==> src/dec_pkg.sv <==
// Decode unit shared definitions
// widths, counts and packed bundles for the register file, load tags and trace
`default_nettype none

package dec_pkg;

   // **************************************************************************
   // widths and counts
   // **************************************************************************
   localparam int xlen         = 32;                   // data width
   localparam int num_gpr      = 32;                   // x0..x31
   localparam int gpr_addr_w   = 5;                    // log2(num_gpr)
   localparam int num_nbload   = 4;                    // outstanding nonblock loads
   localparam int nbload_tag_w = 2;                    // log2(num_nbload)
   localparam int num_ecause_w = 5;                    // mcause code width

   // **************************************************************************
   // bundles
   // **************************************************************************
   typedef struct packed {
      logic                  en;                       // read port enable
      logic [gpr_addr_w-1:0] addr;                     // source register
   } gpr_rd_t;

   typedef struct packed {
      logic                  en;                       // write enable
      logic [gpr_addr_w-1:0] addr;                     // dest register
      logic [xlen-1:0]       data;                     // write data
   } gpr_wr_t;

   typedef struct packed {
      logic            valid;                          // retiring normally
      logic            exc_valid;                      // retiring with exception
      logic [31:0]     instr;                          // full 32b encoding
      logic [31:1]     pc;                             // halfword aligned pc
   } wb_slot_t;

   // three trace ports: slot 0, slot 1, interrupt
   typedef struct packed {
      logic [3*xlen-1:0]       insn;                   // {0, i1, i0}
      logic [3*xlen-1:0]       address;                // {0, pc1,0, pc0,0}
      logic [2:0]              valid;
      logic [2:0]              exception;
      logic [num_ecause_w-1:0] ecause;                 // shared by all ports
      logic [2:0]              interrupt;
      logic [xlen-1:0]         tval;                   // shared by all ports
   } trace_pkt_t;

endpackage

`default_nettype wire

==> src/dec_trace_ctl.sv <==
// Retirement trace capture
// flops the writeback slots and trap info into wb1 and packs them into the
// three-port instruction trace packet
`default_nettype none

module dec_trace_ctl
   import dec_pkg::*;
(
   input  logic                    clk,
   input  logic                    reset,

   input  wb_slot_t                i0_wb,              // slot 0 at writeback
   input  wb_slot_t                i1_wb,              // slot 1 at writeback
   input  logic                    int_valid_wb,       // interrupt taken
   input  logic [num_ecause_w-1:0] exc_cause_wb,
   input  logic [xlen-1:0]         mtval_wb,

   output trace_pkt_t              trace_pkt           // wb1 trace packet
);

   wb_slot_t                i0_wb1;
   wb_slot_t                i1_wb1;
   logic                    int_valid_wb1;
   logic [num_ecause_w-1:0] exc_cause_wb1;
   logic [xlen-1:0]         mtval_wb1;

   // **************************************************************************
   // wb -> wb1
   // **************************************************************************
   always_ff @(posedge clk) begin
      if (reset) begin
         i0_wb1.valid     <= 1'b0;
         i0_wb1.exc_valid <= 1'b0;
         i1_wb1.valid     <= 1'b0;
         i1_wb1.exc_valid <= 1'b0;
         int_valid_wb1    <= 1'b0;
      end else begin
         i0_wb1.valid     <= i0_wb.valid;
         i0_wb1.exc_valid <= i0_wb.exc_valid;
         i1_wb1.valid     <= i1_wb.valid;
         i1_wb1.exc_valid <= i1_wb.exc_valid;
         int_valid_wb1    <= int_valid_wb;
      end
   end

   always_ff @(posedge clk) begin                      // payload only
      i0_wb1.instr  <= i0_wb.instr;
      i0_wb1.pc     <= i0_wb.pc;
      i1_wb1.instr  <= i1_wb.instr;
      i1_wb1.pc     <= i1_wb.pc;
      exc_cause_wb1 <= exc_cause_wb;
      mtval_wb1     <= mtval_wb;
   end

   // **************************************************************************
   // packet, port 2 carries the interrupt
   // **************************************************************************
   assign trace_pkt.insn      = {32'b0, i1_wb1.instr, i0_wb1.instr};
   assign trace_pkt.address   = {32'b0, i1_wb1.pc, 1'b0, i0_wb1.pc, 1'b0}; // byte addrs
   assign trace_pkt.valid     = {int_valid_wb1,
                                 i1_wb1.valid | i1_wb1.exc_valid,
                                 i0_wb1.valid | i0_wb1.exc_valid};
   assign trace_pkt.exception = {int_valid_wb1, i1_wb1.exc_valid, i0_wb1.exc_valid};
   assign trace_pkt.interrupt = {int_valid_wb1, 2'b0};
   assign trace_pkt.ecause    = exc_cause_wb1;        // common to all ports
   assign trace_pkt.tval      = mtval_wb1;

endmodule

`default_nettype wire

==> config.mk <==
export PLATFORM = sky130hd
export DESIGN_NAME = dec_trace_ctl
export DESIGN_NICKNAME = d
export VERILOG_FILES = /design/src/dec_pkg.sv /design/src/dec_trace_ctl.sv
export SDC_FILE = /design/constraint.sdc
export NUM_CORES = 1
export LEC_CHECK = 0
export ABC_AREA = 1
export BUFFER_PORTS_ARGS = -buffer_cell sky130_fd_sc_hd__buf_2
export CORE_AREA = 8 8 152 154
export DETAILED_ROUTE_END_ITERATION = 6
export DIE_AREA = 0 0 160 162
export GPL_TIMING_DRIVEN = 0
export PLACE_DENSITY = 0.57
export SLEW_MARGIN = 25
export SYNTH_ARGS = -nofsm -noshare
export SYNTH_HDL_FRONTEND = slang
export SYNTH_SLANG_ARGS = --single-unit
==> constraint.sdc <==
create_clock -name clk -period 1.51 [get_ports clk]
set_input_delay 0.302 -clock clk [delete_from_list [all_inputs] [get_ports clk]]
set_output_delay 0.302 -clock clk [all_outputs]
set_load 0.02 [all_outputs]
# Word-level counts from Yosys, hierarchy flattened
# Cells that the tools add are included.
[totals] ff_bits=168 in_bits=170 output_inout_bits=238 wordCells=13
[op_classes] bitwise_logic=2
[op_table] operator="OR 1 bit" count=2

# Depth between registers and ports, before layout
[logic_depth] word_depth=1 ltp_mapped=2 mapped_depth_nobuf=2

# Worst setup path after synthesis
# No wires, ideal clock.
[synth_timing] path_kind="register -> output" startpoint="register i0_wb1 (netlist bit trace_pkt[40])" endpoint="output trace_pkt[43] (netlist name)" arrival_time_ps=486 required_time_ps=1208 setup_slack_ps=722 path_stages_with_launch=3 path_buffers=0 path_cell_list="dfxtp_1 > inv_1 > nand2_1"
[synth_rtl] element="start: declaration" line="dec_trace_ctl.sv:21" rtl="wb_slot_t i0_wb1;"
[synth_rtl] element="end: declaration" line="dec_trace_ctl.sv:18" rtl="output trace_pkt_t trace_pkt"

# Worst setup path in the final report
[layout_timing] startpoint="register int_valid_wb1" endpoint="output trace_pkt[45] (netlist name)"
[layout_rtl] element="start: declaration" line="dec_trace_ctl.sv:23" rtl="logic int_valid_wb1;"
[layout_rtl] element="start signal: assignment" line="dec_trace_ctl.sv:42" rtl="int_valid_wb1 <= int_valid_wb;"
# No word-level cell between the ends.

==> reports/metrics.yaml <==
outcome: "completed"
rsz0062_at_grt: "no"
slew_viol_final: 0
synth_seq_cells: 168
placed_cell_area_mm2: 0.007213
synth_edf_count: 0
htreeDepth: 4
synth_area_leaders: "dfxtp_1, buf_4, inv_1"
period_needed_ns: 1.376
grt_pass1_wl_um: 25270
cts.sinks: 168
finalInstanceArea_mm2: 0.009434
start_util: 0.2378
core-area_mm2: 0.02069
n_antenna_cell: 0
synthToLayoutAreaGrowth_pct: 91.71
finalHoldViolations: 0
hp-class: "in2reg"
drt_wl_total_um: 17000
ios: 408
path_max_fanout: 3
yosysMostFrequentCell: "buf_4"
cts_tree: "yes"
dieArea_mm2: 0.02592
nFillCells: 1888
start_kind: "flop"
overflow: 0
p_leak_nw: 5.000
cts.clk_slew.worst_paths_ns: 0.07
routabilityCongestion: 0.7258
viasPerCell: 3.242
cts_resized: 0
drc: 0
holdBufCountCts: 163
synth.top_cell.area_share: 0.6834
synthArstFlopShare: 0
synth_area_mm2: 0.004921
drive_gt1_frac: 0.5787
synth_top_area_cell: "dfxtp_1"
fmax_mhz: 726.5
yosysUniqueCellTypes: 6
numPortBuffers: 339
drt-initial-drc-count: 97
grt_antenna_before_repair: 0
die_x_um: 160
maxCapViolations: 0
synth_area_per_cell_um2: 12.82
clock_path_buffers: 2
syn_inst: 384
p_per_area_mw_per_mm2: 1132
ir_worst_vdd_mv: 0.6848
setup-violations-final: 0
timing.setup.tns_ns: 0
wl_per_cell_um: 13.49
postCtsSetupRepairBufs: 0
synth_commonest_cells: "buf_4, dfxtp_1, inv_1, nor2_1, nand2_1"
grt_usage: 0.1267
fin_nets: 1142
hold_path_depth: 3
grt_max_degree: 19
crit_type: "reg2out"
ys.flop_type: "dfxtp_1"
cp_data_required_time_ns: 1.21
post-route-period-util: 0.9115
root_buffer: "clkbuf_16"
rows: 53
numCtsBuffers: 17
drt_pass1_iterations: 4
ant_nets: 0
yosysSeqAreaShare: 0.6834
critPathCaptureType: "output port"
die_h_um: 162
vias: 4085
synth_warnings: 0
arrival_ns: 1.07
dp_hpwl_um: 12440
grt_pass1_vias: 4652
## area by class of cell
class	instances	area, um2	share of cell area
Sequential cell	168	3363	0.3565
Multi-Input combinational cell	75	281.5	0.02984
Clock buffer	18	439.2	0.04655
Inverter	9	33.78	0.003581
Clock inverter	14	150.1	0.01592
Timing Repair Buffer	502	3328	0.3528
Tap cell	275	344.1	0.03647
Buffer	199	1494	0.1584
## worst paths after layout
| kind | from | to | slack [ns] |
|---|---|---|---|
| worst min-delay path | i0_wb[63] | trace_pkt[40] | 0.08 |
| worst max-delay path | int_valid_wb1 | trace_pkt[45] | 0.13 |
## registers in the layout, indices dropped and copies added (netlist names)
name,flops
trace_pkt,128
int_valid_wb1,1
i0_wb1,1
exc_cause_wb1,5
i1_wb1,1
mtval_wb1,32
## cell usage in the layout, fill, tap and decap left out
cell	n
buf_2	339
buf_4	199
clkbuf_16	17
clkbuf_8	1
clkinv_4	2
clkinv_8	2
clkinvlp_4	2
conb_1	68
dfxtp_1	168
dlygate4sd3_1	163
inv_1	9
inv_6	2
inv_8	6
nand2_1	2
nor2_1	5
## stage by stage
step / utilization / std cells / power [mW] / hold slack, ns / setup WS [ns]
after floorplan: - / 451 / 5.687 / 0.3297 / 0.7221
after global placement: 0.3486 / 1065 / 6.164 / 0.4039 / 0.5798
after detailed placement: 0.3486 / 1065 / 6.178 / 0.4056 / 0.6004
after CTS: 0.4560 / 1260 / 10.85 / 0.06055 / 0.1210
after global routing: 0.4560 / 1260 / 11.17 / 0.07851 / 0.06683
final: 0.4560 / 1260 / 10.68 / 0.08190 / 0.1336
## routing by layer
metal / GRT usage / vias up / wire (um)
met5: 0 / - / 0
met4: 0.05395 / 0 / 420
met3: 0.06783 / 26 / 1921
met2: 0.2313 / 247 / 8789
met1: 0.1152 / 1742 / 5871
li1: - / 2070 / -
## worst max-delay path: stages, from the launching register on
cell     delay, ns
dfxtp_1       0.38
buf_4         0.13
buf_2         0.16
## power breakdown
group	total (mW)	internal, mW	switching (mW)	leakage, nW
clock network	4.25	2.26	1.99	0.284
registers	4.73	4.67	0.0641	1.42
logic	1.70	0.911	0.787	3.30
total	10.7	7.84	2.84	5.00
## cells by family (layout without fill, tap and decap cells)
logic type    count (synthesis)  in the layout  synth area share
other cells                   1             68         0.0007620
simple gates                  7              7          0.005340
buf+inv                     208            742            0.3104
flops                       168            168            0.6834
(Power assumes the default switching activity.)
