[config.mk]
export PLATFORM = sky130hd
export DESIGN_NAME = dec_nbload_ctl
export DESIGN_NICKNAME = d
export VERILOG_FILES = /design/src/dec_pkg.sv /design/src/dec_nbload_ctl.sv
export SDC_FILE = /design/constraint.sdc
export NUM_CORES = 1
export LEC_CHECK = 0
export ABC_AREA = 1
export BUFFER_PORTS_ARGS = -buffer_cell sky130_fd_sc_hd__buf_2
export CORE_MARGIN = 5
export CORE_UTILIZATION = 45
export CTS_CLUSTER_SIZE = 20
export DETAILED_ROUTE_END_ITERATION = 8
export GPL_TIMING_DRIVEN = 0
export PLACE_DENSITY_LB_ADDON = 0.2
export SETUP_SLACK_MARGIN = 0.5
export SLEW_MARGIN = 20
export SYNTH_ARGS = -nofsm -noshare
export SYNTH_HDL_FRONTEND = slang
export SYNTH_SLANG_ARGS = --single-unit
[constraint.sdc]
create_clock -name clk -period 1.5 [get_ports clk]
set_input_delay 0.075 -clock clk [delete_from_list [all_inputs] [get_ports clk]]
set_output_delay 0.075 -clock clk [all_outputs]
set_load 0.05 [all_outputs]
[src/dec_pkg.sv]
// Decode unit shared definitions
// widths, counts and packed bundles for the register file, load tags and trace
`default_nettype none

package dec_pkg;

   // **************************************************************************
   // widths and counts
   // **************************************************************************
   localparam int xlen         = 32;                   // data width
   localparam int num_gpr      = 32;                   // x0..x31
   localparam int gpr_addr_w   = 5;                    // log2(num_gpr)
   localparam int num_nbload   = 4;                    // outstanding nonblock loads
   localparam int nbload_tag_w = 2;                    // log2(num_nbload)
   localparam int num_ecause_w = 5;                    // mcause code width

   // **************************************************************************
   // bundles
   // **************************************************************************
   typedef struct packed {
      logic                  en;                       // read port enable
      logic [gpr_addr_w-1:0] addr;                     // source register
   } gpr_rd_t;

   typedef struct packed {
      logic                  en;                       // write enable
      logic [gpr_addr_w-1:0] addr;                     // dest register
      logic [xlen-1:0]       data;                     // write data
   } gpr_wr_t;

   typedef struct packed {
      logic            valid;                          // retiring normally
      logic            exc_valid;                      // retiring with exception
      logic [31:0]     instr;                          // full 32b encoding
      logic [31:1]     pc;                             // halfword aligned pc
   } wb_slot_t;

   // three trace ports: slot 0, slot 1, interrupt
   typedef struct packed {
      logic [3*xlen-1:0]       insn;                   // {0, i1, i0}
      logic [3*xlen-1:0]       address;                // {0, pc1,0, pc0,0}
      logic [2:0]              valid;
      logic [2:0]              exception;
      logic [num_ecause_w-1:0] ecause;                 // shared by all ports
      logic [2:0]              interrupt;
      logic [xlen-1:0]         tval;                   // shared by all ports
   } trace_pkt_t;

endpackage

`default_nettype wire

[src/dec_nbload_ctl.sv]
// Non-blocking load tag table
// remembers the destination register of each outstanding load by tag and
// turns a clean data return into a write on the third register file port
`default_nettype none

module dec_nbload_ctl
   import dec_pkg::*;
(
   input  logic                    clk,
   input  logic                    reset,

   input  logic                    nbload_valid_dc3,   // load issued at dc3
   input  logic [nbload_tag_w-1:0] nbload_tag_dc3,     // its tag
   input  logic [gpr_addr_w-1:0]   nbload_rd_dc3,      // its dest register

   input  logic                    nbload_inv_dc5,     // load killed at dc5
   input  logic [nbload_tag_w-1:0] nbload_inv_tag_dc5,

   input  logic                    nbload_data_valid,  // data back from bus
   input  logic                    nbload_data_error,  // bus error on return
   input  logic [nbload_tag_w-1:0] nbload_data_tag,
   input  logic [xlen-1:0]         nbload_data,

   output gpr_wr_t                 nbload_wr           // to register file port 2
);

   logic [num_nbload-1:0] tag_valid;                   // entry allocated
   logic [gpr_addr_w-1:0] tag_rd [num_nbload];         // dest per entry
   logic [num_nbload-1:0] set_vec;                     // allocate this cycle
   logic [num_nbload-1:0] clr_vec;                     // free this cycle
   logic                  inv_same;                    // return tag killed now
   logic [gpr_addr_w-1:0] ret_rd;                      // dest of returning tag

   // one-hot decode of the three tag events
   always_comb begin
      for (int i = 0; i < num_nbload; i++) begin
         set_vec[i] = nbload_valid_dc3 && (nbload_tag_dc3 == nbload_tag_w'(i));
         clr_vec[i] = (nbload_inv_dc5 && (nbload_inv_tag_dc5 == nbload_tag_w'(i))) ||
                      (nbload_data_valid && (nbload_data_tag == nbload_tag_w'(i)));
      end
   end

   always_ff @(posedge clk) begin
      if (reset) begin
         tag_valid <= '0;                              // nothing outstanding
      end else begin
         tag_valid <= set_vec | (tag_valid & ~clr_vec); // set beats free
      end
   end

   // dest register is payload, only loaded on allocate
   always_ff @(posedge clk) begin
      for (int i = 0; i < num_nbload; i++) begin
         if (set_vec[i]) begin
            tag_rd[i] <= nbload_rd_dc3;
         end
      end
   end

   // **************************************************************************
   // data return
   // **************************************************************************
   assign inv_same = nbload_inv_dc5 && (nbload_inv_tag_dc5 == nbload_data_tag);
   assign ret_rd   = tag_rd[nbload_data_tag];

   assign nbload_wr.en   = nbload_data_valid &&
                           tag_valid[nbload_data_tag] &&  // was allocated
                           !inv_same &&                   // not killed this cycle
                           !nbload_data_error &&          // bus ok
                           (ret_rd != '0);                // x0 never written
   assign nbload_wr.addr = ret_rd;
   assign nbload_wr.data = nbload_data;                // straight from the bus

endmodule

`default_nettype wire

# Yosys cells after proc, flatten, opt, wreduce, memory -nomap -nowiden
# Memory sizes are Yosys's and may differ from the RTL's.
# Index checks and enable logic that the tools add are counted.
# Widths: inputs -> output; s select.
# totals
regBits	4
mem_bits_rw	20
out_inout_bits	38
mem_count	1
elab_cells	65
# classes
muxes	19
order_cmp	1
eq_ne	10
n_reduce_logical	30
bitwise_logic	3
# memory_table
name	depth	word_bits	read_ports	rd_clocked_by_memory_dff	write_ports	line	rtl
tag_rd	4	5	1	0	1	dec_nbload_ctl.sv:28	logic [gpr_addr_w-1:0] tag_rd [num_nbload];
# op_table
op	n
$logic_and 1x1->1	17
$mux 5	3
$reduce_or 5->1	3
$eq 2x2->1 const B	6
$mux 1	12
$eq 2x1->1 const B	3
$logic_not 2->1	3
$mux 2	3
$reduce_bool 5->1	1
$and 4x4->4	1
$logic_or 1x1->1	4
$not 4->4	1
$or 4x4->4	1
$lt 2x3->1 const B	1
$bmux 1 s2	1
$eq 2x2->1	1
$logic_not 1->1	2

# Longest topological paths before layout
# Gate-level depths: netlist (run 1).
# depth
word_depth	8
mapped_depth	9

# Worst setup path after synthesis (run 1)
# No wires, ideal clock.
# synth_timing
path_kind	input-to-output
startpoint	input nbload_data_tag[0]
endpoint	output nbload_wr[37] (netlist bit)
n_path_buf	1
arrival_ps	1257
slack_ps	168
path_stages	8
required_time_ps	1425
path_cell_list	buf_6 nor2_8 nand2_2 nand2_2 nor2_2 nand3_1 nor2_1 nor2_1
# synth_lines
element	line	rtl
from (decl)	dec_nbload_ctl.sv:21	input logic [nbload_tag_w-1:0] nbload_data_tag,
to (decl)	dec_nbload_ctl.sv:24	output gpr_wr_t nbload_wr

==> impl_metrics.tcl, run 1 <==
set metrics [dict create \
    status "finished, final reports clean" \
    hpwl_um 2625 \
    area_growth_pct 43.10 \
    post-route-period-util_pct 97.46 \
    die_x_um 65.88 \
    grt_usage_pct 15.34 \
    ios 87 \
    path_clk_slew_ps 120 \
    netlist_area_sq_um 1405 \
    hold_violations 0 \
    pre_cts_ws_ps 85.09 \
    num_rows 20 \
    grt_antenna_before_repair 0 \
    drt_iter0_drc 19 \
    arrival_ps 1390 \
    port_buffers 54 \
    cts_buffers 3 \
    ys_ff_latch 24 \
    grt_overflow 0 \
    die_h_um 65.88 \
    vias_per_cell 4.541 \
    required_ps 1420 \
    drc 0 \
    yosysMostFrequentCell "buf_4" \
    cp-start-kind "register" \
    syn_nets 196 \
    post-route-min-period_ps 1462 \
    worstPathCellList "nand3_2 -> nand2_2 -> nor2_4 -> nand3_2 -> nor2_4 -> nor2_4 -> buf_8" \
    wl_per_cell_um 12.99 \
    crit_family "simple AND/OR/NAND/NOR gates" \
    drive_gt1_share_pct 64.19 \
    hp-class "in2reg" \
    grtUsageMet2_pct 29.66 \
    clockRootBuffer "clkbuf_4" \
    cts_sinks 24 \
    maxCapViolCount 0 \
    worst_slew_pin_slew_ps 575.7 \
    grt_use_met1_pct 15.34 \
    wirelength_um 3365 \
    syn_inst 147 \
    slowest_stage "edfxtp_1" \
    slew_violations 0 \
    grt.busiest_layer "met2" \
    relSlewSlack_pct 61.41 \
    setup_ws_ps 38.17 \
    dieArea_sq_um 4340 \
    synth_area_leaders "edfxtp_1 43%, buf_4 17%, dfxtp_1 5.7%" \
    ir_worst_vdd_uv 656.2 \
    clk_path_buf_depth 2 \
    dr.pass1.iters 4 \
    clkLatencyLatePin_ps 300 \
    gp_congestion 0.7571 \
    avgSynthCellArea_sq_um 9.558 \
    fin_util_pct 66.41 \
    worstPathMaxFanout 2 \
    synth_area_leader_cell "edfxtp_1" \
    leakage_nw 0.9339 \
    synth_edf_count 20 \
    powerDensity_nw_per_um2 808.9 \
    coreArea_sq_um 3028 \
    setup_violations 0 \
    ant_nets 0 \
    worst_setup_path_end_kind "primary output" \
    start_util_pct 46.40 \
    final_nets 265 \
    synth_ff_type "edfxtp_1" \
    grt_setup_unrepaired "yes" \
    critPathMostFrequentCell "nor2_4" \
    yosys.area.top_type_share_pct 42.74 \
    ys_warn_count 0 \
    yosysSeqAreaShare_pct 48.44 \
    antenna_cells 0 \
    critPathKind "reg2out" \
    grt_max_degree 14 \
    met3_usage_pct 3.231 \
    max_freq_ghz 0.6841 \
    num_vias 1176 \
    crit_buf_inv 1 \
    cts_max_level 1 \
    clock_skew_ps 0 \
    cts_tree "yes" \
    grt_pass1_vias 1131 \
    grt_pass1_wl_um 5071 \
    async_reset_ff_share_pct 0 \
    yosysUniqueCellTypes 20 \
    synth.top_cells.by_count "32 x buf_4, 20 x edfxtp_1, 18 x nand2_1, 16 x inv_1, 16 x nand3_1" \
    max_stage_delay_ps 420 \
]
-- worst reg2reg max path: cells and delay by family (launching register included) --
| family | cells | cell delay [ps] |
|---|---|---|
| AOI/OAI and AO/OA | 2 | 240 |
| DFF | 1 | 360 |
-- where the power goes --
group	total [mW]	switching [mW]	leakage [nW]	internal (mW)
Sequential	0.767	0.0121	0.216	0.755
Combinational	0.590	0.375	0.702	0.215
Clock	0.269	0.172	0.0154	0.0971
Total	1.63	0.559	0.934	1.07
-- layout by cell type (no fill, tap or decap), drive strengths merged --
cell type    netlist  routed
inv               18      18
edfxtp            20      20
buf               34      92
nor2              11      11
o211ai             1       1
o221ai             1       1
nand2             31      31
nand4              1       1
dlygate4sd3        0       6
a21oi              4       4
nand3             16      16
clkinv             0       1
dfxtp              4       4
nor3               4       4
xnor2              2       2
clkbuf             0       3
-- layout make-up --
class	count	area, sq um
inverter	18	72.57
timing repair buffer	64	424.2
fill	248	1017
clock buffer	3	22.52
tap	44	55.05
clock inverter	1	3.754
buffer	34	262.8
sequential	24	680.7
multi-input combinational	71	489.2
-- cell families after synthesis --
group	synth area share [%]
flip-flops	48.44
AO/OA/AOI/OAI	2.583
AND/OR/NAND/NOR	24.22
buffers and inverters	23.51
XOR/XNOR	1.247
-- final timing paths --
check | slack, ps | cells after the start | startpoint | to
hold reg to reg | 490 | 2 | tag_valid[1] | tag_valid[1]
setup reg to reg | 840 | 2 | tag_valid[2] | tag_valid[2]
hold / removal | 80 | 4 | nbload_data_valid | tag_valid[1]
setup / recovery | 40 | 7 | tag_rd[1][1] | nbload_wr[37]
-- flip-flops by register name, indices dropped and copies added, names as in the netlist --
| name | flops |
|---|---|
| tag_valid | 4 |
| tag_rd | 20 |
-- stage by stage --
step / std cells / TNS, ps / power, mW / instance area, sq um / hold WS (ps)
2_1_floorplan: 147 / 0 / 1.166 / 1415 / 144.1
3_3_place_gp: 245 / 0 / 1.271 / 1740 / 277.9
3_5_place_dp: 245 / 0 / 1.279 / 1740 / 284.3
4_1_cts: 257 / -5.219 / 1.610 / 1928 / 68.85
5_1_grt: 259 / -57.35 / 1.709 / 2011 / 68.68
6_report: 259 / 0 / 1.627 / 2011 / 80.05
-- metal layers --
layer | part of all wire, % | vias up
met4 | 1.6 | 0
met1 | 33 | 536
li1 | - | 578
met2 | 53 | 58
met5 | 0 | -
met3 | 12 | 4
-- repair_timing --
item,4_1_cts,5_1_grt
gates resized for setup,26,18
hold buffers,6,0
pin swaps,16,12
setup buffers,2,2
setup endpoints to repair,22,6
hold endpoints to repair,24,0
Note: power is estimated with default switching activity, not from simulation.
==> inputs of run 2 (changes only) <==
CORE_MARGIN = 2   (was 5)
RECOVER_POWER = 50   (was not set)
==> run 2 against run 1 <==
Against the previous run: flip-flop and latch count is the same; global-route usage grew 1.3 points; hold slack gained 10 ps; wire length shrank 9.1%; via count shrank 1.7%; largest cell class is now flip-flops and latches.
==> impl_metrics.tcl, run 2 (same netlist as run 1, synthesis figures left out) <==
set metrics [dict create \
    clk_path_buf_depth 2 \
    pre_cts_ws_ps 93.11 \
    cts_max_level 1 \
    post-place-cells 234 \
    grt_antenna_before_repair 0 \
    required_ps 1420 \
    setup_violations 0 \
    status "finished, final reports clean" \
    place_area_sq_um 1727 \
    ant_nets 0 \
    powerDensity_nw_per_um2 833.1 \
    coreArea_sq_um 3003 \
    final_area_sq_um 1922 \
    largest_reg_flops 20 \
    largestRegisters "tag_rd x20, tag_valid x4" \
    vias_per_cell 4.680 \
    cts_sinks 24 \
    max_freq_ghz 0.6922 \
    grt_setup_unrepaired "yes" \
    wirelength_um 3058 \
    hpwl_um 2357 \
    drive_gt1_share_pct 46.26 \
    cp-start-kind "register" \
    start_util_pct 46.79 \
    grt_overflow 0 \
    top_register "tag_rd" \
    post-route-period-util_pct 96.31 \
    worst_setup_path_end_kind "primary output" \
    grt_max_degree 14 \
    sequentialPowerShare_pct 47.9 \
    clock_skew_ps 0 \
    fillers 279 \
    num_rows 20 \
    hold_violations 0 \
    relSlewSlack_pct 58.93 \
    antenna_cells 0 \
    ios 87 \
    clkLatencyLatePin_ps 300 \
    drc 0 \
    clkPwrFrac_pct 17.0 \
    ir_worst_vdd_uv 676.7 \
    p_int_mw 1.050 \
    slew_violations 0 \
    arrival_ps 1370 \
    dr.pass1.iters 4 \
    leakage_nw 0.8280 \
    grt_pass1_wl_um 4312 \
    cts_buffers 3 \
    layout_commonest_cell "clkbuf_1" \
    power.total_mw 1.601 \
    setup_ws_ps 55.29 \
    post-route-min-period_ps 1445 \
    critPathKind "reg2out" \
    worstPathMaxFanout 2 \
    hp-class "in2reg" \
    worst_slew_pin_slew_ps 618.7 \
    final_cell_count_no_fill 247 \
    port_buffers 54 \
    path_clk_slew_ps 110 \
    die_h_um 59.88 \
    clockRootBuffer "clkbuf_4" \
    grt_usage_pct 16.61 \
    most-common-layout-cells "36 x clkbuf_1, 34 x buf_4, 20 x edfxtp_1" \
    combPwrFrac_pct 35.1 \
    final.setup.tns_ps 0 \
    area_growth_pct 36.78 \
    cts_tree "yes" \
    drt_iter0_drc 16 \
    grt_pass1_vias 1071 \
    maxCapViolCount 0 \
    dieArea_sq_um 3586 \
    final_nets 264 \
    die_x_um 59.88 \
    num_vias 1156 \
    p_sw_share_pct 34.40 \
    switchingPower_mw 0.5508 \
    gp_congestion 0.8072 \
    wl_per_cell_um 12.38 \
]
-- run 2: cell count changes in the layout (fill, tap and decap cells not counted) --
cell | previous run | this run
buf_6 | 5 | 6
clkbuf_1 | 0 | 36
buf_8 | 5 | 3
clkinv_1 | 1 | 0
nand3_2 | 6 | 4
inv_4 | 2 | 1
buf_2 | 48 | 13
inv_1 | 12 | 13
nand3_1 | 10 | 12
-- run 2: final timing paths --
check,slack [ps],cells past startpoint,startpoint,end
max,60,7,tag_rd[2][3],nbload_wr[37]
min,90,4,nbload_data_valid,tag_valid[1]
max reg2reg,840,2,tag_valid[2],tag_valid[2]
min reg2reg,490,2,tag_valid[1],tag_valid[1]
-- run 2: power by group through the flow --
stage	Combinational (mW)	Clock, mW	Sequential (mW)
2_1_floorplan	0.388	0	0.779
3_5_place_dp	0.495	0	0.781
4_1_cts	0.551	0.278	0.766
3_3_place_gp	0.489	0	0.780
6_report	0.562	0.273	0.767
5_1_grt	0.595	0.313	0.770
-- run 2: critical path, stage by stage, from the launching register on --
cell and delay [ps]:
edfxtp_1 400, nand2_2 90, nand2_2 60, nor2_4 120, nand2_2 90, nor2_4 130
nor2_4 40, buf_6 140
-- run 2: per-stage QoR --
stage                     hold WS [ps]  util, %
after floorplan                  144.1        -
final                            90.10    64.00
after global placement           278.0    57.50
after global routing             97.37    64.00
after CTS                        87.62    63.54
after detailed placement         286.6    57.50
-- run 2: cell type report --
| class | instances | area [sq um] | area share [%] |
|---|---|---|---|
| Sequential cell | 24 | 680.7 | 35.42 |
| Multi-Input combinational cell | 71 | 479.2 | 24.93 |
| Timing Repair Buffer | 63 | 361.6 | 18.82 |
| Buffer | 34 | 262.8 | 13.67 |
| Inverter | 18 | 70.07 | 3.646 |
| Tap cell | 33 | 41.29 | 2.148 |
| Clock buffer | 4 | 26.28 | 1.367 |
-- run 2: timing repair --
item	in CTS	in global routing
pin swaps	12	9
gates resized for setup	23	14
buffers inserted	2	1
setup endpoints to repair	27	6
hold buffers	6	0
hold endpoints to repair	24	0
-- run 2: per-layer routing --
layer	vias to the layer above	global-route usage (%)	part of all wire [%]
met1	525	15.58	34
met5	-	0	0
li1	576	-	-
met2	53	34.63	57
met3	2	2.165	8.9
met4	0	6.667	0.52
==> inputs of run 3 (changes only) <==
==> constraint.sdc (replaced) <==
create_clock -name clk -period 1.5 [get_ports clk]
set_input_delay 0.225 -clock clk [delete_from_list [all_inputs] [get_ports clk]]
set_output_delay 0.225 -clock clk [all_outputs]
set_load 0.05 [all_outputs]
==> run 3 against run 2 <==
Against the previous run: via count down 0.26%; power grew 3.6%; non-clock buffer count down 4; clock power up 17%; hold slack better by 14 ps; die area stayed put; clock skew is the same; sequential power about the same; sequential share of layout area is 0.21 points lower; the run now ends with negative setup slack left; core utilization grew 0.38 points.
==> impl_metrics.tcl, run 3 (same netlist as run 1, synthesis figures left out) <==
set metrics [dict create \
    status "complete, but fails checks" \
    violations "negative setup slack" \
    worst_slew_pin_slew_ps 626.4 \
    pre_cts_ws_ps -94.32 \
    dr.pass1.iters 4 \
    grt_pass1_vias 994 \
    grt_setup_unrepaired "yes" \
    coreArea_sq_um 3003 \
    drive_gt1_share_pct 54.76 \
    required_ps 1270 \
    start_util_pct 46.79 \
    max_freq_ghz 0.6183 \
    gp_congestion 0.8678 \
    setup_violations 3 \
    maxCapViolCount 0 \
    leakage_nw 0.8575 \
    antenna_cells 0 \
    worst_setup_path_end_kind "primary output" \
    powerDensity_nw_per_um2 857.9 \
    grt_pass1_wl_um 4126 \
    cp-start-kind "register" \
    wirelength_um 3096 \
    relSlewSlack_pct 58.42 \
    worstPathMaxFanout 2 \
    dieArea_sq_um 3586 \
    num_vias 1153 \
    drt_iter0_drc 35 \
    grt_overflow 0 \
    hpwl_um 2423 \
    fin_util_pct 64.38 \
    arrival_ps 1390 \
    post-route-min-period_ps 1617 \
    clkLatencyLatePin_ps 310 \
    critPathMostFrequentCell "nor2_4" \
    layout_commonest_cell "buf_4" \
    critPathKind "reg2out" \
    max_stage_delay_ps 400 \
    cts_buffers 3 \
    slew_violations 0 \
    combPwrFrac_pct 34.5 \
    p_int_mw 1.102 \
    top_register "tag_rd" \
    cts_sinks 24 \
    ios 87 \
    largestRegisters "tag_rd x20, tag_valid x4" \
    clkPwrFrac_pct 19.3 \
    path_clk_slew_ps 110 \
    worstHoldStart "reset" \
    crit_buf_inv 1 \
    switchingPower_mw 0.5564 \
    grt_use_met1_pct 15.46 \
    grtUsageMet2_pct 32.92 \
    ant_nets 0 \
    rr_startpoint "tag_valid[2]" \
    final_nets 260 \
    vias_per_cell 4.745 \
    crit_family "simple AND/OR/NAND/NOR gates" \
    cts_tree "yes" \
    clockRootBuffer "clkbuf_4" \
    ir_worst_vdd_uv 626.1 \
    grt_usage_pct 16.44 \
    hold_violations 0 \
    die_x_um 59.88 \
    grt_antenna_before_repair 0 \
    largest_reg_flops 20 \
    crit_start "tag_rd[3][0]" \
    port_buffers 54 \
    hp-class "in2reg" \
    cts_max_level 1 \
    die_h_um 59.88 \
    grt_max_degree 14 \
    post-route-period-util_pct 107.8 \
    clock_skew_ps 0 \
    clk_path_buf_depth 2 \
    met3_usage_pct 1.515 \
    most-common-layout-cells "34 x buf_4, 25 x buf_2, 23 x clkbuf_1" \
    area_growth_pct 37.58 \
    wl_per_cell_um 12.74 \
    num_rows 20 \
    sequentialPowerShare_pct 46.3 \
    setup_ws_ps -117.3 \
    drc 0 \
    slowest_stage "edfxtp_1" \
    p_sw_share_pct 33.55 \
    grt.busiest_layer "met2" \
    worstPathCellList "nand3_2 -> nand2_2 -> nor2_4 -> nand3_2 -> nor2_4 -> nor2_4 -> buf_6" \
]
## run 3: worst reg2reg max path, cell delays in order, from the launching register on
cell and delay, ps:
dfxtp_1 370, o211ai_1 120, a21oi_1 160
## run 3: power groups by stage
stage / Clock [mW] / Combinational, mW / Sequential [mW]
floorplan: 0 / 0.398 / 0.779
global placement: 0 / 0.501 / 0.780
detailed placement: 0 / 0.507 / 0.782
CTS: 0.329 / 0.562 / 0.767
global route: 0.359 / 0.601 / 0.770
finish: 0.320 / 0.571 / 0.767
## run 3: worst paths after layout
kind | depth (start not counted) | slack [ps] | end
worst max register to register | 2 | 790 | tag_valid[2]
worst min-delay path | 2 | 100 | tag_valid[1]
worst max-delay path | 7 | -120 | nbload_wr[37]
worst min register to register | 2 | 490 | tag_valid[0]
## run 3: layout make-up
type	count	area [sq um]
well taps	33	41.29
flip-flops and latches	24	680.7
plain buffers	34	280.3
inverters	18	71.32
repair buffers	59	335.3
multi-input cells	71	488.0
fillers	285	1070
clock buffers	4	36.28
## run 3: timing repair
item,in CTS,in global routing
buffers inserted,5,0
hold buffers,0,0
resized for setup,23,10
pin swaps,11,10
endpoints found under the setup margin,6,7
## run 3: metal layers
layer | vias to the layer above | part of all wire, %
li1 | 570 | -
met1 | 514 | 32
met2 | 63 | 57
met3 | 6 | 8.8
met4 | 0 | 2.1
met5 | - | 0
## run 3: stage by stage
step | hold slack (ps) | cells | TNS, ps | instance area [sq um] | total power, mW
floorplan | 294.1 | 147 | 0 | 1459 | 1.177
global placement | 427.5 | 234 | -97.25 | 1770 | 1.281
detailed placement | 434.8 | 234 | -94.32 | 1770 | 1.289
CTS | 94.62 | 243 | -229.7 | 1918 | 1.659
global route | 84.18 | 243 | -564.3 | 1933 | 1.731
finish | 104.4 | 243 | -202.7 | 1933 | 1.658
